==> config.mk <==
export PLATFORM = sky130hd
export DESIGN_NAME = axi4_w_buffer
export DESIGN_NICKNAME = d
export VERILOG_FILES = /design/src/common/w_beat_pkg.sv /design/src/common/w_decision_pkg.sv /design/src/common/w_beat_if.sv /design/src/verilog/axi4_w_buffer.sv /design/src/verilog/w_decision_queue.sv /design/src/verilog/w_stream_fifo.sv /design/src/w_burst_steer/w_burst_steer.sv
export SDC_FILE = /design/constraint.sdc
export NUM_CORES = 1
export LEC_CHECK = 0
export BUFFER_PORTS_ARGS = -buffer_cell sky130_fd_sc_hd__buf_4
export CELL_PAD_IN_SITES_DETAIL_PLACEMENT = 0
export CELL_PAD_IN_SITES_GLOBAL_PLACEMENT = 1
export CORE_AREA = 3 3 152 154
export CTS_CLUSTER_SIZE = 20
export DETAILED_ROUTE_END_ITERATION = 10
export DIE_AREA = 0 0 155 157
export HOLD_SLACK_MARGIN = 0.03
export PLACE_DENSITY = 0.78
export REMOVE_ABC_BUFFERS = 1
export SETUP_SLACK_MARGIN = 0.5
export SYNTH_ARGS = -nofsm -noshare
export SYNTH_HDL_FRONTEND = slang
export SYNTH_SLANG_ARGS = --single-unit
==> constraint.sdc <==
create_clock -name axi4_aclk -period 2.9 [get_ports axi4_aclk]
set_clock_uncertainty 0.15 [all_clocks]
set_input_delay 0.58 -clock axi4_aclk [delete_from_list [all_inputs] [get_ports axi4_aclk]]
set_output_delay 0.58 -clock axi4_aclk [all_outputs]
set_load 0.03 [all_outputs]
==> src/common/w_beat_pkg.sv <==
`default_nettype none

// Widths and record type of one AXI4 W-channel beat
package w_beat_pkg;

  localparam int AXI_DATA_WIDTH = 32;
  // One strobe bit per data byte
  localparam int AXI_STRB_WIDTH = AXI_DATA_WIDTH / 8;
  localparam int AXI_USER_WIDTH = 4;

  // Beat as stored in the input buffer
  typedef struct packed {
    logic [AXI_DATA_WIDTH-1:0] data;
    logic [AXI_STRB_WIDTH-1:0] strb;
    logic                      last;
    logic [AXI_USER_WIDTH-1:0] user;
  } w_beat_t;

endpackage

`default_nettype wire

==> src/common/w_decision_pkg.sv <==
`default_nettype none

// Translation decisions from the L1 TLB and the queue depths
package w_decision_pkg;

  localparam int AXI_ID_WIDTH = 4;

  // W beats held ahead of the steering logic
  localparam int INPUT_BUFFER_DEPTH   = 4;
  // Decisions that may run ahead of their W data
  localparam int DECISION_QUEUE_DEPTH = 8;

  // One decision, in write-address order
  typedef struct packed {
    logic                    prefetch;
    logic                    hit;
    logic [AXI_ID_WIDTH-1:0] id;
    logic                    master;
    logic                    accept;
    logic                    drop;
  } l1_decision_t;

endpackage

`default_nettype wire

==> src/common/w_beat_if.sv <==
`timescale 1ns/1ps
`default_nettype none

// Valid/ready W-beat link between the input buffer and the burst steer
interface w_beat_if;
  import w_beat_pkg::*;

  logic [AXI_DATA_WIDTH-1:0] wdata;
  logic [AXI_STRB_WIDTH-1:0] wstrb;
  logic                      wlast;
  logic [AXI_USER_WIDTH-1:0] wuser;
  logic                      wvalid;
  logic                      wready;

  // Beat source, holds the beat while wvalid is high and wready is low
  modport sender (
    output wdata, wstrb, wlast, wuser, wvalid,
    input  wready
  );

  // Beat sink
  modport receiver (
    input  wdata, wstrb, wlast, wuser, wvalid,
    output wready
  );

endinterface

`default_nettype wire

==> src/verilog/axi4_w_buffer.sv <==
`timescale 1ns/1ps
`default_nettype none

// W-data buffer of the address-translating AXI4 bridge, L1 TLB path
module axi4_w_buffer (
  input  logic                                     axi4_aclk,
  input  logic                                     axi4_arstn,

  // L1 TLB decisions
  input  logic                                     l1_accept_i,
  input  logic                                     l1_drop_i,
  input  logic                                     l1_master_i,
  input  logic [w_decision_pkg::AXI_ID_WIDTH-1:0]  l1_id_i,
  input  logic                                     l1_prefetch_i,
  input  logic                                     l1_hit_i,
  output logic                                     l1_done_o,

  output logic                                     input_stall_o,
  output logic                                     master_select_o,

  // B sender
  output logic                                     b_drop_o,
  input  logic                                     b_done_i,
  output logic [w_decision_pkg::AXI_ID_WIDTH-1:0]  id_o,
  output logic                                     prefetch_o,
  output logic                                     hit_o,

  // Slave W channel
  input  logic [w_beat_pkg::AXI_DATA_WIDTH-1:0]    s_axi4_wdata_i,
  input  logic [w_beat_pkg::AXI_STRB_WIDTH-1:0]    s_axi4_wstrb_i,
  input  logic                                     s_axi4_wlast_i,
  input  logic [w_beat_pkg::AXI_USER_WIDTH-1:0]    s_axi4_wuser_i,
  input  logic                                     s_axi4_wvalid_i,
  output logic                                     s_axi4_wready_o,

  // Master W channel
  output logic [w_beat_pkg::AXI_DATA_WIDTH-1:0]    m_axi4_wdata_o,
  output logic [w_beat_pkg::AXI_STRB_WIDTH-1:0]    m_axi4_wstrb_o,
  output logic                                     m_axi4_wlast_o,
  output logic [w_beat_pkg::AXI_USER_WIDTH-1:0]    m_axi4_wuser_o,
  output logic                                     m_axi4_wvalid_o,
  input  logic                                     m_axi4_wready_i
);
  import w_beat_pkg::*;
  import w_decision_pkg::*;

  w_beat_t      s_beat;
  w_beat_t      buf_beat;
  l1_decision_t l1_decision;
  l1_decision_t head;
  logic         head_valid;
  logic         head_pop;

  w_beat_if in_beats ();

  assign s_beat.data = s_axi4_wdata_i;
  assign s_beat.strb = s_axi4_wstrb_i;
  assign s_beat.last = s_axi4_wlast_i;
  assign s_beat.user = s_axi4_wuser_i;

  w_stream_fifo #(
    .payload_t (w_beat_t),
    .DEPTH     (INPUT_BUFFER_DEPTH)
  ) u_input_buf (
    .axi4_aclk  (axi4_aclk),
    .axi4_arstn (axi4_arstn),
    .data_i     (s_beat),
    .valid_i    (s_axi4_wvalid_i),
    .ready_o    (s_axi4_wready_o),
    .data_o     (buf_beat),
    .valid_o    (in_beats.wvalid),
    .ready_i    (in_beats.wready),
    .full_o     ()
  );

  // Buffer head onto the beat link
  assign in_beats.wdata = buf_beat.data;
  assign in_beats.wstrb = buf_beat.strb;
  assign in_beats.wlast = buf_beat.last;
  assign in_beats.wuser = buf_beat.user;

  assign l1_decision.prefetch = l1_prefetch_i;
  assign l1_decision.hit      = l1_hit_i;
  assign l1_decision.id       = l1_id_i;
  assign l1_decision.master   = l1_master_i;
  assign l1_decision.accept   = l1_accept_i;
  assign l1_decision.drop     = l1_drop_i;

  w_decision_queue u_decision_queue (
    .axi4_aclk     (axi4_aclk),
    .axi4_arstn    (axi4_arstn),
    .l1_decision_i (l1_decision),
    .l1_done_o     (l1_done_o),
    .input_stall_o (input_stall_o),
    .head_o        (head),
    .head_valid_o  (head_valid),
    .pop_i         (head_pop)
  );

  w_burst_steer u_burst_steer (
    .axi4_aclk       (axi4_aclk),
    .axi4_arstn      (axi4_arstn),
    .in_beats        (in_beats),
    .head_i          (head),
    .head_valid_i    (head_valid),
    .pop_o           (head_pop),
    .m_wdata_o       (m_axi4_wdata_o),
    .m_wstrb_o       (m_axi4_wstrb_o),
    .m_wlast_o       (m_axi4_wlast_o),
    .m_wuser_o       (m_axi4_wuser_o),
    .m_wvalid_o      (m_axi4_wvalid_o),
    .m_wready_i      (m_axi4_wready_i),
    .master_select_o (master_select_o),
    .b_drop_o        (b_drop_o),
    .b_done_i        (b_done_i)
  );

  // B sender always sees the head decision
  assign id_o       = head.id;
  assign prefetch_o = head.prefetch;
  assign hit_o      = head.hit;

endmodule

`default_nettype wire

==> src/verilog/w_decision_queue.sv <==
`timescale 1ns/1ps
`default_nettype none

// Queue of L1 TLB decisions, oldest write address at the head
module w_decision_queue (
  input  logic                         axi4_aclk,
  input  logic                         axi4_arstn,
  // Request from the L1 TLB, held until done
  input  w_decision_pkg::l1_decision_t l1_decision_i,
  output logic                         l1_done_o,
  output logic                         input_stall_o,
  // Head decision toward the burst steer
  output w_decision_pkg::l1_decision_t head_o,
  output logic                         head_valid_o,
  input  logic                         pop_i
);
  import w_decision_pkg::*;

  logic l1_req;
  logic push;
  logic fifo_ready;
  logic fifo_full;

  // Every decision either accepts or drops its burst
  assign l1_req = l1_decision_i.accept | l1_decision_i.drop;

  // Taken only with room in the queue
  assign push = l1_req & fifo_ready;

  // Done in the same cycle as the push
  assign l1_done_o = push;

  // AW side of the TLB holds off while no decision fits
  assign input_stall_o = fifo_full;

  w_stream_fifo #(
    .payload_t (l1_decision_t),
    .DEPTH     (DECISION_QUEUE_DEPTH)
  ) u_decision_fifo (
    .axi4_aclk  (axi4_aclk),
    .axi4_arstn (axi4_arstn),
    .data_i     (l1_decision_i),
    .valid_i    (push),
    .ready_o    (fifo_ready),
    .data_o     (head_o),
    .valid_o    (head_valid_o),
    .ready_i    (pop_i),
    .full_o     (fifo_full)
  );

endmodule

`default_nettype wire

==> src/verilog/w_stream_fifo.sv <==
`timescale 1ns/1ps
`default_nettype none

// Circular valid/ready FIFO, payload given as a type parameter
module w_stream_fifo #(
  parameter type payload_t = logic [7:0],
  parameter int  DEPTH     = 4
) (
  input  logic     axi4_aclk,
  input  logic     axi4_arstn,
  // Push side
  input  payload_t data_i,
  input  logic     valid_i,
  output logic     ready_o,
  // Pop side
  output payload_t data_o,
  output logic     valid_o,
  input  logic     ready_i,
  output logic     full_o
);

  payload_t                   mem [DEPTH];
  logic [$clog2(DEPTH)-1:0]   wr_ptr;
  logic [$clog2(DEPTH)-1:0]   rd_ptr;
  logic [$clog2(DEPTH+1)-1:0] count;
  logic                       push;
  logic                       pop;

  assign full_o  = (int'(count) == DEPTH);
  assign ready_o = ~full_o;
  assign valid_o = (count != '0);
  assign data_o  = mem[rd_ptr];

  assign push = valid_i & ready_o;
  assign pop  = valid_o & ready_i;

  // Storage only, the occupancy count tells which entries are live
  always_ff @(posedge axi4_aclk) begin
    if (push) begin
      mem[wr_ptr] <= data_i;
    end
  end

  always_ff @(posedge axi4_aclk or negedge axi4_arstn) begin
    if (!axi4_arstn) begin
      wr_ptr <= '0;
      rd_ptr <= '0;
      count  <= '0;
    end else begin
      if (push) begin
        wr_ptr <= (int'(wr_ptr) == DEPTH - 1) ? '0 : wr_ptr + 1'b1;
      end
      if (pop) begin
        rd_ptr <= (int'(rd_ptr) == DEPTH - 1) ? '0 : rd_ptr + 1'b1;
      end
      // Push and pop in one cycle leave the count unchanged
      case ({push, pop})
        2'b10:   count <= count + 1'b1;
        2'b01:   count <= count - 1'b1;
        default: count <= count;
      endcase
    end
  end

endmodule

`default_nettype wire

==> src/w_burst_steer/w_burst_steer.sv <==
`timescale 1ns/1ps
`default_nettype none

// Forwards or discards the burst at the head of the input buffer,
// following the decision at the head of the queue
module w_burst_steer (
  input  logic                                     axi4_aclk,
  input  logic                                     axi4_arstn,
  // Beats from the input buffer
  w_beat_if.receiver                               in_beats,
  // Head decision
  input  w_decision_pkg::l1_decision_t             head_i,
  input  logic                                     head_valid_i,
  output logic                                     pop_o,
  // Master W port
  output logic [w_beat_pkg::AXI_DATA_WIDTH-1:0]    m_wdata_o,
  output logic [w_beat_pkg::AXI_STRB_WIDTH-1:0]    m_wstrb_o,
  output logic                                     m_wlast_o,
  output logic [w_beat_pkg::AXI_USER_WIDTH-1:0]    m_wuser_o,
  output logic                                     m_wvalid_o,
  input  logic                                     m_wready_i,
  output logic                                     master_select_o,
  // B sender handshake
  output logic                                     b_drop_o,
  input  logic                                     b_done_i
);

  logic w_done;
  logic b_drop_set;

  // Drop request to the B sender, held until it confirms
  always_ff @(posedge axi4_aclk or negedge axi4_arstn) begin
    if (!axi4_arstn) begin
      b_drop_o <= 1'b0;
    end else if (b_done_i) begin
      b_drop_o <= 1'b0;
    end else if (b_drop_set) begin
      b_drop_o <= 1'b1;
    end
  end

  always_comb begin
    w_done          = 1'b0;
    b_drop_set      = 1'b0;
    in_beats.wready = 1'b0;

    // Idle master port shows zero data
    m_wdata_o  = '0;
    m_wstrb_o  = '0;
    m_wlast_o  = 1'b0;
    m_wuser_o  = '0;
    m_wvalid_o = 1'b0;

    if (head_valid_i) begin
      if (head_i.accept) begin
        // Pass the buffer head straight through
        m_wdata_o       = in_beats.wdata;
        m_wstrb_o       = in_beats.wstrb;
        m_wlast_o       = in_beats.wlast;
        m_wuser_o       = in_beats.wuser;
        m_wvalid_o      = in_beats.wvalid;
        in_beats.wready = m_wready_i;
        w_done          = in_beats.wvalid & in_beats.wlast & m_wready_i;
      end else if (head_i.drop && !b_drop_o) begin
        // Swallow one beat per cycle, next burst waits for the B sender
        in_beats.wready = 1'b1;
        b_drop_set      = in_beats.wvalid & in_beats.wlast;
      end
    end
  end

  // Decision leaves on the last forwarded beat or on the B sender confirm
  assign pop_o = w_done | (b_drop_o & b_done_i);

  assign master_select_o = head_i.master;

endmodule

`default_nettype wire
== After elaboration in Yosys (flattened, before gate mapping) ==
Memory sizes are Yosys's and may differ from the RTL's.
Cells that the tools add are included.

* Latch bits: 0
* Memory bits (read-only): 0
* Input port bits: 55
* Bits in registers: 18
* Memory bits (writable): 236
* Memories kept: 2
* Output and inout bits: 53

{| class="wikitable"
|+ Memory list
! memory !! words !! width !! read ports !! clocked after memory_dff !! wr ports !! RTL line !! RTL
|-
| u_input_buf.mem || 4 || 41 || 1 || 0 || 1 || w_stream_fifo.sv:22 || <nowiki>payload_t mem [DEPTH];</nowiki>
|-
| u_decision_queue.u_decision_fifo.mem || 8 || 9 || 1 || 0 || 1 || w_stream_fifo.sv:22 ||
|}

* Divide/modulo/power cells: 0
* Magnitude comparators: 0
* Add/subtract/negate cells: 8
* Bitwise gates (word level): 12
* Shifts and indexed selects: 0
* Eq/ne operators: 10
* Multiplexer cells: 30
* Reduce and logical (&&, ||, !) cells: 7
* Multiply operators: 0

{| class="wikitable"
|+ Operator list
! cell !! count
|-
| 2-to-1 mux 32 bit || 2
|-
| 2-to-1 mux 1 bit || 18
|-
| 2-to-1 mux 4 bit || 4
|-
| adder 3 x 1 -> 3 bit, second input constant || 3
|-
| AND 1 bit || 8
|-
| equality test 2 x 1 -> 1 bit, second input constant || 4
|-
| case mux 4 bit (2 select lines) || 1
|-
| equality test 3 x 1 -> 1 bit, second input constant || 2
|-
| 2-to-1 mux 3 bit || 2
|-
| case mux 3 bit (2 select lines) || 1
|-
| nonzero test 2 bit || 3
|-
| adder 2 x 1 -> 2 bit, second input constant || 2
|-
| adder 4 x 1 -> 4 bit, second input constant || 1
|-
| equality test 2 bit, second input constant || 2
|-
| equality test 4 bit, second input constant || 1
|-
| 2-to-1 mux 2 bit || 2
|-
| nonzero test 4 bit || 1
|-
| subtractor 4 x 1 -> 4 bit, second input constant || 1
|-
| equality test 3 bit, second input constant || 1
|-
| nonzero test 3 bit || 1
|-
| subtractor 3 x 1 -> 3 bit, second input constant || 1
|-
| NOT 1 bit || 2
|-
| OR 1 bit || 2
|-
| logical AND 1 bit || 1
|-
| logical NOT 1 bit || 1
|}

== Logic depth before layout (Yosys ltp) ==
Gate-level depths: netlist of the first run.

* Word-level depth: 9
* Mapped depth: 12

== Modules after synthesis ==
From an unflattened synthesis of the first run, not the netlist that was laid out.

* Cell total of the unflattened synthesis: 491
* Area, all modules: 10232.3 um^2

{| class="wikitable"
|+ By module, submodules not included
! module !! area an instance (um^2) !! times used !! cells each !! seq. area each (um^2)
|-
| w_stream_fifo (u_input_buf) || 6426.2 || 1 || 256 || 5099.9
|-
| w_stream_fifo (u_decision_queue.u_decision_fifo) || 3405.8 || 1 || 174 || 2412.3
|-
| w_burst_steer || 392.9 || 1 || 60 || 25.0
|-
| w_decision_queue || 7.5 || 1 || 1 || 0.0
|}

== Worst setup path after synthesis of the first run ==
Ideal clock, no wire load.

* Path kind: reg2reg
* From: register u_decision_queue.u_decision_fifo.count[0]
* To: register u_decision_queue.u_decision_fifo.count[3]
* Clock period less this slack: 3.301 ns
* Cell stages (with the launch flop): 11
* Arrival: 3.026 ns
* Buffers on the path: 1
* Path slack: -0.401 ns
* Required time: 2.625 ns
* Cells stage by stage: dfrtp_1 > nor4b_1 > or2_2 > buf_2 > ha_1 > ha_1 > a21o_1 > a21oi_1 > xnor2_1 > nor2_1 > xor2_1

* Longest elaborated chain between the ends: 6
* Elaborated cells between the ends (all ways): 14

{| class="wikitable"
|+ Ends and longest elaborated chain
! what !! RTL line !! RTL
|-
| start, declared || w_stream_fifo.sv:25 || <nowiki>logic [$clog2(DEPTH+1)-1:0] count;</nowiki>
|-
| start signal, assigned || w_stream_fifo.sv:58 || <nowiki>2'b10: count <= count + 1'b1;</nowiki>
|-
| start signal, assigned || w_stream_fifo.sv:59 || <nowiki>2'b01: count <= count - 1'b1;</nowiki>
|-
| start signal, assigned || w_stream_fifo.sv:60 || <nowiki>default: count <= count;</nowiki>
|-
| equality test 4 bit (*) || w_stream_fifo.sv:29 || <nowiki>assign full_o = (int'(count) == DEPTH);</nowiki>
|-
| net input_stall_o || axi4_w_buffer.sv:18 || <nowiki>output logic input_stall_o,</nowiki>
|-
| NOT 1 bit (*) || w_stream_fifo.sv:30 || <nowiki>assign ready_o = ~full_o;</nowiki>
|-
| AND 1 bit || w_decision_queue.sv:28 || <nowiki>assign push = l1_req & fifo_ready;</nowiki>
|-
| AND 1 bit (*) || w_stream_fifo.sv:34 || <nowiki>assign push = valid_i & ready_o;</nowiki>
|-
| equality test 2 x 1 -> 1 bit or equality test 2 bit (tied branches) || w_stream_fifo.sv:57 || <nowiki>case ({push, pop})</nowiki>
|-
| case mux 4 bit (2 select lines) or nonzero test 2 bit (tied branches) || n/a ||
|}

Mark *: on every way through the listed nets, which the timed path passes. The rest lies on a longest branch.
A chain may end at the register's enable or synchronous reset.

== Worst setup path in the final report of the first run ==
* From: register u_decision_queue.u_decision_fifo.rd_ptr[1]
* To: output port m_axi4_wdata_o[15] (netlist bit)

* Longest elaborated chain between the ends: 3

{| class="wikitable"
|+ Ends and longest elaborated chain
! what !! RTL line !! RTL
|-
| start, declared || w_stream_fifo.sv:24 || <nowiki>logic [$clog2(DEPTH)-1:0] rd_ptr;</nowiki>
|-
| start signal, assigned || w_stream_fifo.sv:54 || <nowiki>rd_ptr <= (int'(rd_ptr) == DEPTH - 1) ? '0 : rd_ptr + 1'b1;</nowiki>
|-
| memory (8 x 9 bit) || n/a ||
|-
| 2-to-1 mux 32 bit || w_burst_steer.sv:55 || <nowiki>if (head_i.accept) begin</nowiki>
|-
| 2-to-1 mux 32 bit || w_burst_steer.sv:54 || <nowiki>if (head_valid_i) begin</nowiki>
|-
| end, declared || axi4_w_buffer.sv:37 || <nowiki>output logic [w_beat_pkg::AXI_DATA_WIDTH-1:0] m_axi4_wdata_o,</nowiki>
|}

No other way between the ends.

==> reports/qor.txt, run 1 <==
time the worst path needs with I/O delays and setup = 3.16 ns
DRC = 0
Max Cap Violations = 0
First-pass DRT Iterations = 5
Iteration-0 DRC Markers = 251
worst r2r dst = u_decision_queue.u_decision_fifo.count[3]$_DFFE_PN0P_
CP cell instances = mux4_2 > mux2i_4 > buf_6 > or2_4 > buf_16 > nor2b_1 > buf_4
count of state elements after synthesis = 254
layout cells sized above 1 = 43.8%
vias in the first global route = 5,448
EDFF count, synth = 236
Post-synth top flop = edfxtp_1
Clk Latency, worst-skew pair = 0.51 ns
XOR/XNOR share of the synthesized area = 0.614%
crit path DAT = 2.43 ns
Max Root-Sink Buffers = 3
final wirelength = 19,900 um
area of the multi-input gates = 2450 um^2
Worst Tran Pin Value = 0.659 ns
crit start category = flip-flop
most common cell in the netlist = edfxtp_1
P per Cell Area = 1200 nW/um^2
post-synthesis sequential area ratio = 75.4%
reg-to-reg startpoint = u_decision_queue.u_decision_fifo.rd_ptr[1]$_DFFE_PN0P_
mux contribution to synthesized area = 15.3%
Sum Neg Setup Slack = -9.97 ns
Finish-stage setup viols = 43
crit path capture type = primary output
Global Route Usage Sum = 16.5%
area of the die = 24,300 um^2
hold path cells = 1
H-tree depth = 1
CTS tree = built
Initial Util = 45.8%
Core Box Area = 21,800 um^2
post-detailed-route wirelength per cell = 21.2 um
total number of vias = 5,031
Max transition margin = 56.1%
RSZ-0062 raised after global routing = yes
fraction of the cycle the final worst path needs = 109%
Port Buffer Count = 107
Worst path max stage delay = 0.55 ns
Clock Pin Slew Worst Setup and Hold Paths = 0.06 ns
Yosys warning total = 0
Synth top cells by count = edfxtp_1, mux4_2, nor2b_1
fin worst setup slack = -0.256 ns
I/O Pins = 108
chip width = 155 um
initial antenna violation count = 1
Worst VDD drop = 0.616 mV
CP max FO = 21
compound-cell area share of the yosys netlist = 0.664%
Area after DPL = 11,300 um^2
Worst Reg-to-Reg Cells = 13
flop2flop setup slack = -0.13 ns
first-pass GRT wire length = 30,900 um
CP Class = flip-flop to primary output
Unique masters post-synth = 33
Synth area leader = edfxtp_1
largest net degree at the start of global routing = 44
worst hold margin = 0.115 ns
FMAX = 0.317 GHz
die height = 157 um
ANT cells = 0
type of the worst min-delay path = primary input to flip-flop
Syn-to-layout area delta = 25.1%
largest family of logic cells by synthesized area = multiplexers
Site Rows = 54
count of pins over their slew limit = 0
CP max-delay cell = mux4_2
GR Overflow Total = 0
routed vias/inst = 5.34
Root Buffer Master = clkbuf_16
total CTS buffers = 27
final antenna-violating net count = 0
post-synthesis cell count = 474
end of the worst hold path = u_input_buf.mem[0][25]$_DFFE_PP_
clk sinks = 254
FILL cells = 1,610
leakage power = 4.46 nW
Final Hold Vio Count = 0
Mapped Area = 9990 um^2
min-delay src = s_axi4_wdata_i[16]
GP Congestion = 0.733
Yosys top cell area share = 70.9%
storage element area = 7540 um^2
Post-Synth Adder-Cell Area = 2.03%
Post-Route Utilization = 57.3%
synth top area cells = edfxtp_1, mux4_2, dfrtp_1
syn_area_per_cell = 21.1 um^2
simple logic cell fraction of the synthesized area = 4.76%
status = complete, but fails checks
Critical Path RT = 2.17 ns
failing checks = setup timing
fin nets = 712
Final Cell Area = 12,500 um^2
hpwl dp = 12,100 um
Pwr Total = 15.0 mW
FFs w/ async S/R, synth = 7.09%
==> state kept, by name, indices dropped and copies added, names as in the netlist <==
signal	count
u_burst_steer.b_drop_o	1
u_input_buf.mem	164
u_decision_queue.u_decision_fifo.count	4
u_input_buf.rd_ptr	2
u_input_buf.wr_ptr	2
u_decision_queue.u_decision_fifo.mem	72
u_decision_queue.u_decision_fifo.wr_ptr	3
u_input_buf.count	3
u_decision_queue.u_decision_fifo.rd_ptr	3
==> placed cells by master, fill, tap and decap left out, drive strengths merged <==
| cell | count |
|---|---|
| xnor2 | 4 |
| o21ba | 1 |
| nand3 | 1 |
| ha | 13 |
| mux4 | 58 |
| nand2 | 14 |
| o2111ai | 1 |
| nor2b | 41 |
| mux2 | 14 |
| buf | 158 |
| dlygate4sd3 | 1 |
| nand3b | 1 |
| a31oi | 1 |
| nor4 | 2 |
| nor3 | 5 |
| nor2 | 10 |
| o22a | 1 |
| and3 | 4 |
| clkinvlp | 2 |
| xor2 | 3 |
| clkinv | 9 |
| o21ai | 1 |
| dfrtp | 18 |
| nor4b | 3 |
| a21oi | 1 |
| clkbuf | 37 |
| nor3b | 2 |
| a21o | 3 |
| edfxtp | 236 |
| mux2i | 5 |
| or2 | 2 |
| fa | 2 |
| inv | 8 |
==> worst max-delay path by stage <==
| stage | from | endpoint | slack [ns] |
|---|---|---|---|
| final | u_decision_queue.u_decision_fifo.rd_ptr[1]$_DFFE_PN0P_ | m_axi4_wdata_o[15] | -0.26 |
| after global routing | u_decision_queue.u_decision_fifo.rd_ptr[1]$_DFFE_PN0P_ | m_axi4_wstrb_o[1] | -0.35 |
| after CTS | u_decision_queue.u_decision_fifo.rd_ptr[1]$_DFFE_PN0P_ | m_axi4_wdata_o[15] | -0.29 |
| after detailed placement | u_decision_queue.u_decision_fifo.rd_ptr[1]$_DFFE_PN0P_ | u_decision_queue.u_decision_fifo.count[3]$_DFFE_PN0P_ | -0.01 |
| after global placement | u_decision_queue.u_decision_fifo.rd_ptr[1]$_DFFE_PN0P_ | u_decision_queue.u_decision_fifo.count[3]$_DFFE_PN0P_ | 0.09 |
| after floorplan | u_input_buf.rd_ptr[0]$_DFFE_PN0P_ | u_decision_queue.u_decision_fifo.count[3]$_DFFE_PN0P_ | -1.26 |
==> critical path: cells and delay by family, from the launching register on <==
kind,cells,cell delay [ns]
multiplexers,2,0.74
buffers and inverters,3,0.48
AND/OR/NAND/NOR,2,0.27
flip-flops,1,0.41
==> cells by family after synthesis <==
group,after synthesis
flip-flops,254
multiplexers,77
AO/OA/AOI/OAI,9
adder cells (fa/ha/maj),15
buffers and inverters,27
AND/OR/NAND/NOR,85
XOR/XNOR,7
==> cell type report <==
cell class | instances | share of cell area (%)
repair buffers | 159 | 10.9
multi-input cells | 193 | 19.6
clock inverters | 12 | 0.480
well taps | 280 | 2.80
clock buffers | 37 | 5.70
inverters | 7 | 0.230
flip-flops and latches | 254 | 60.3
==> power by group <==
group          switching [mW]  internal [mW]
registers               0.310           4.89
logic                    3.61           3.20
clock network            1.29           1.71
total                    5.21           9.80
==> routing by layer <==
| layer | vias to the layer above | GRT usage [%] | share of wire, % |
|---|---|---|---|
| met2 | 142 | 29.1 | 52 |
| met3 | 29 | 3.46 | 6.0 |
| met1 | 2612 | 21.4 | 41 |
| met4 | 2 | 3.41 | 1.7 |
| met5 | - | 0 | 0.065 |
| li1 | 2246 | - | - |
==> what timing repair did <==
action                                 4_1_cts  5_1_grt
resized for setup                           31       16
endpoints found under the hold margin       18        0
hold buffers                                 1        0
cloned                                       2        0
pin swaps                                   10        9
setup endpoints to repair                   56       62
setup buffers                               16        3
==> per-stage QoR <==
step	cells	setup WS, ns
after floorplan	454	-1.26
after global placement	871	0.0936
after detailed placement	871	-0.0114
after CTS	939	-0.289
after global routing	942	-0.355
final	942	-0.256
Power figures use the tool's default switching activity.
==> run 2: changes to the inputs <==
- SKIP_LAST_GASP: unset -> 1
==> reports/qor.txt, run 2 (synthesis results as in run 1) <==
DRC = 0
Iteration-0 DRC Markers = 288
Syn-to-layout area delta = 25.0%
Root Buffer Master = clkbuf_16
initial antenna violation count = 1
P per Cell Area = 1200 nW/um^2
ANT cells = 0
failing checks = setup timing
total CTS buffers = 27
Site Rows = 54
flop2flop setup slack = -0.13 ns
Port Buffer Count = 107
CTS tree = built
Global Route Usage Sum = 16.5%
time the worst path needs with I/O delays and setup = 3.17 ns
hold path cells = 1
highest-count cells in the layout ignoring fill and taps = edfxtp_1, buf_4, mux4_2, nor2b_1, clkbuf_16
Final Cell Area = 12,500 um^2
first-pass GRT wire length = 30,900 um
commonest non-fill, non-tap cell in the layout = edfxtp_1
crit start category = flip-flop
Critical Path RT = 2.17 ns
fin worst setup slack = -0.275 ns
final wirelength = 20,100 um
area of the die = 24,300 um^2
GR Overflow Total = 0
GP Congestion = 0.733
Max transition margin = 56.8%
worst hold margin = 0.115 ns
fraction of the cycle the final worst path needs = 109%
placed cells = 871
layout cells sized above 1 = 43.1%
Regs by FF count = u_input_buf.mem: 164 flops, u_decision_queue.u_decision_fifo.mem: 72 flops, u_decision_queue.u_decision_fifo.count: 4 flops
Largest register FFs = 164
Area after DPL = 11,300 um^2
FMAX = 0.315 GHz
Finish-stage setup viols = 43
First-pass DRT Iterations = 4
Top reg by flops = u_input_buf.mem
pre-CTS setup slack = -0.0114 ns
count of pins over their slew limit = 0
Worst Tran Pin Value = 0.648 ns
Pwr Total = 15.0 mW
Worst Reg-to-Reg Cells = 13
worst r2r dst = u_decision_queue.u_decision_fifo.count[3]$_DFFE_PN0P_
Max Cap Violations = 0
crit path capture type = primary output
final antenna-violating net count = 0
vias in the first global route = 5,448
Final Hold Vio Count = 0
Max Root-Sink Buffers = 3
Clock Pin Slew Worst Setup and Hold Paths = 0.06 ns
hpwl dp = 12,100 um
die height = 157 um
I/O Pins = 108
clk sinks = 254
RSZ-0062 raised after global routing = yes
chip width = 155 um
leakage power = 4.45 nW
fin nets = 713
end of the worst hold path = u_input_buf.mem[2][4]$_DFFE_PP_
post-detailed-route wirelength per cell = 21.3 um
Worst VDD drop = 0.616 mV
status = complete, but fails checks
Core Box Area = 21,800 um^2
Initial Util = 45.8%
Clk Latency, worst-skew pair = 0.51 ns
total number of vias = 5,054
FILL cells = 1,615
min-delay src = s_axi4_wlast_i
H-tree depth = 1
routed vias/inst = 5.36
reg-to-reg startpoint = u_decision_queue.u_decision_fifo.rd_ptr[1]$_DFFE_PN0P_
type of the worst min-delay path = primary input to flip-flop
largest net degree at the start of global routing = 44
CP max FO = 10
crit path DAT = 2.44 ns
CP Class = flip-flop to primary output
final non-filler cell total = 943
[run 2: changes by cell type in the layout (fill, tap and decap cells not counted), sizes merged]
cell    before  now
clkbuf      37   38
[run 2: how the worst max path moves through the flow]
stage                                                                      start                                               endpoint  slack, ns  depth (start not counted)
final                     u_decision_queue.u_decision_fifo.rd_ptr[1]$_DFFE_PN0P_                                      m_axi4_wstrb_o[2]      -0.27                          7
after CTS                 u_decision_queue.u_decision_fifo.rd_ptr[1]$_DFFE_PN0P_                                     m_axi4_wdata_o[15]      -0.29                          7
after floorplan                                u_input_buf.rd_ptr[0]$_DFFE_PN0P_  u_decision_queue.u_decision_fifo.count[3]$_DFFE_PN0P_      -1.26                         11
after global routing      u_decision_queue.u_decision_fifo.rd_ptr[1]$_DFFE_PN0P_                                     m_axi4_wdata_o[28]      -0.36                          7
after global placement    u_decision_queue.u_decision_fifo.rd_ptr[1]$_DFFE_PN0P_  u_decision_queue.u_decision_fifo.count[3]$_DFFE_PN0P_       0.09                         11
after detailed placement  u_decision_queue.u_decision_fifo.rd_ptr[1]$_DFFE_PN0P_  u_decision_queue.u_decision_fifo.count[3]$_DFFE_PN0P_      -0.01                         11
[run 2: critical path, cell delays in order (launching register included)]
cell and delay [ns]:
dfrtp_1 0.41, mux4_2 0.55, mux2i_4 0.19, buf_6 0.12, or2_4 0.23, buf_16 0.19
nor2b_2 0.07, buf_4 0.17
[run 2: per-stage QoR]
step                      TNS (ns)  utilization [%]
final                       -11.10             57.2
after global routing        -15.38             57.2
after CTS                   -11.71             56.8
after detailed placement   -0.0114             52.0
after global placement           0             52.0
after floorplan             -25.94                -
[run 2: routing by layer]
metal	global-route usage, %	wire, um	part of all wire [%]
met1	21.4	8290	41
met2	29.1	10200	51
met3	3.46	1210	6.0
met4	3.41	384	1.9
met5	0	13	0.065
[run 2: area by class of cell]
cell class	count	area [um^2]	share of cell area (%)
Sequential cell	254	7540	60.4
Multi-Input combinational cell	193	2430	19.5
Timing Repair Buffer	160	1360	10.9
Clock buffer	37	713	5.71
Tap cell	280	350	2.81
Clock inverter	12	60.1	0.481
Inverter	7	28.8	0.230
[run 2: timing repair]
action                                  CTS  global route
endpoints found under the hold margin    18             0
buffers inserted                         16             3
gates resized for setup                  26             9
endpoints found under the setup margin   56            62
pin swaps                                10             9
hold buffers                              1             0
cloned                                    2             1
[run 2: report_power, final]
part,internal [mW],switching (mW)
combinational,3.17,3.63
clock,1.71,1.29
sequential,4.89,0.311
==> run 3: changes to the inputs <==
- BUFFER_PORTS_ARGS: -buffer_cell sky130_fd_sc_hd__buf_4 -> unset
- CORE_AREA: 3 3 152 154 -> 3 3 147 149
- DIE_AREA: 0 0 155 157 -> 0 0 150 152
- DONT_BUFFER_PORTS: unset -> 1
- PLACE_DENSITY: 0.78 -> 0.77
==> reports/qor.txt, run 3 (synthesis results as in run 1) <==
Post-Route Utilization = 62.8%
Clk Latency, worst-skew pair = 0.53 ns
GP Congestion = 0.733
failing checks = setup timing
Finish-stage setup viols = 48
RSZ-0062 raised after global routing = yes
initial antenna violation count = 2
largest net degree at the start of global routing = 44
chip width = 150 um
Regs by FF count = u_input_buf.mem: 164 flops, u_decision_queue.u_decision_fifo.mem: 72 flops, u_decision_queue.u_decision_fifo.count: 4 flops
final wirelength = 20,000 um
FILL cells = 1,372
Syn-to-layout area delta = 27.6%
fin worst setup slack = -0.260 ns
status = complete, but fails checks
I/O Pins = 108
fraction of the cycle the final worst path needs = 109%
CP Class = flip-flop to primary output
crit path capture type = primary output
final antenna-violating net count = 0
Root Buffer Master = clkbuf_16
Worst Tran Pin Value = 0.916 ns
fin nets = 689
Largest register FFs = 164
post-detailed-route wirelength per cell = 21.9 um
final non-filler cell total = 910
routed vias/inst = 5.48
clk sinks = 254
Final Hold Vio Count = 0
Worst path max stage delay = 0.53 ns
CTS tree = built
crit path buf inv count = 4
CP max FO = 5
Max Root-Sink Buffers = 3
Worst VDD drop = 0.866 mV
area of the die = 22,800 um^2
Critical Path RT = 2.17 ns
total number of vias = 4,983
DRC = 0
Sum Neg Setup Slack = -9.38 ns
area of the multi-input gates = 2570 um^2
FMAX = 0.316 GHz
GR Overflow Total = 0
crit start category = flip-flop
CP top delay family = multiplexers
storage element area = 7540 um^2
leakage power = 4.45 nW
Max transition margin = 38.7%
highest-count cells in the layout ignoring fill and taps = edfxtp_1, mux4_2, dlygate4sd3_1, buf_4, clkbuf_16
Top reg by flops = u_input_buf.mem
total CTS buffers = 26
First-pass DRT Iterations = 5
vias in the first global route = 5,367
time the worst path needs with I/O delays and setup = 3.16 ns
Iteration-0 DRC Markers = 266
P per Cell Area = 1220 nW/um^2
Initial Util = 49.2%
Global Route Usage Sum = 16.9%
Core Box Area = 20,300 um^2
Site Rows = 52
type of the worst min-delay path = primary input to flip-flop
layout cells sized above 1 = 36.8%
Max Cap Violations = 0
CP cell instances = mux4_2 > mux2i_4 > buf_6 > or2_4 > buf_12 > clkbuf_16 > nor2b_1 > buf_4
commonest non-fill, non-tap cell in the layout = edfxtp_1
Port Buffer Count = 0
die height = 152 um
count of pins over their slew limit = 0
Area after DPL = 10,800 um^2
placed cells = 793
pre-CTS setup slack = 0.000715 ns
CP max-delay cell = mux4_2
crit path DAT = 2.43 ns
H-tree depth = 1
Final Cell Area = 12,700 um^2
hpwl dp = 11,100 um
first-pass GRT wire length = 30,100 um
Clock Pin Slew Worst Setup and Hold Paths = 0.06 ns
==> run 3: area by class of cell <==
type,instances,area share (%)
clock inverters,15,1.01
clock buffers,33,5.31
repair buffers,137,11.4
flip-flops and latches,254,59.2
diodes,1,0.0196
inverters,7,0.255
multi-input cells,193,20.2
well taps,270,2.65
==> run 3: layer usage <==
metal / share of wire (%) / track usage [%] / vias up
li1: - / - / 2206
met1: 39 / 21.9 / 2583
met2: 53 / 28.8 / 161
met3: 6.7 / 4.41 / 31
met4: 1.8 / 3.92 / 2
met5: 0.035 / 0 / -
==> run 3: metrics by stage <==
step                total power [mW]  hold slack [ns]
floorplan                       9.08            0.134
global placement                10.8            0.135
detailed placement              11.0            0.135
CTS                             14.8           0.0610
global route                    16.4           0.0525
finish                          15.6           0.0796
==> run 3: report_power, final <==
part	total (mW)	internal [mW]	leakage, nW	switching [mW]
clock	3.11	1.82	0.390	1.28
sequential	5.23	4.89	2.37	0.342
combinational	7.26	3.48	1.69	3.78
==> run 3: what timing repair did <==
item / in CTS / in global routing
resized for setup: 22 / 61
hold buffers: 51 / 0
setup endpoints to repair: 83 / 59
buffers inserted: 10 / 1
endpoints found under the hold margin: 254 / 0
pin swaps: 9 / 5
cloned: 2 / 4
==> run 3: path summary, 6_finish.rpt <==
path	from	to	slack [ns]	depth (start not counted)
max reg2reg	u_decision_queue.u_decision_fifo.rd_ptr[1]$_DFFE_PN0P_	u_decision_queue.u_decision_fifo.count[3]$_DFFE_PN0P_	-0.03	12
min	b_done_i	u_burst_steer.b_drop_o$_DFFE_PN0P_	0.08	1
max in group asynchronous	axi4_arstn	u_decision_queue.u_decision_fifo.rd_ptr[1]$_DFFE_PN0P_	1.49	1
min in group asynchronous	axi4_arstn	u_input_buf.rd_ptr[0]$_DFFE_PN0P_	0.49	1
min reg2reg	u_input_buf.count[2]$_DFFE_PN0P_	u_input_buf.count[2]$_DFFE_PN0P_	0.37	1
max	u_decision_queue.u_decision_fifo.rd_ptr[1]$_DFFE_PN0P_	m_axi4_wdata_o[3]	-0.26	8
==> run 3: worst register-to-register path: cells and delay by family, from the launching register on <==
family / cells / cell delay [ns]
buffers and inverters: 2 / 0.18
adder cells (fa/ha/maj): 2 / 0.48
multiplexers: 2 / 0.71
XOR/XNOR: 2 / 0.29
AND/OR/NAND/NOR: 1 / 0.08
AO/OA/AOI/OAI: 3 / 0.49
flip-flops: 1 / 0.41
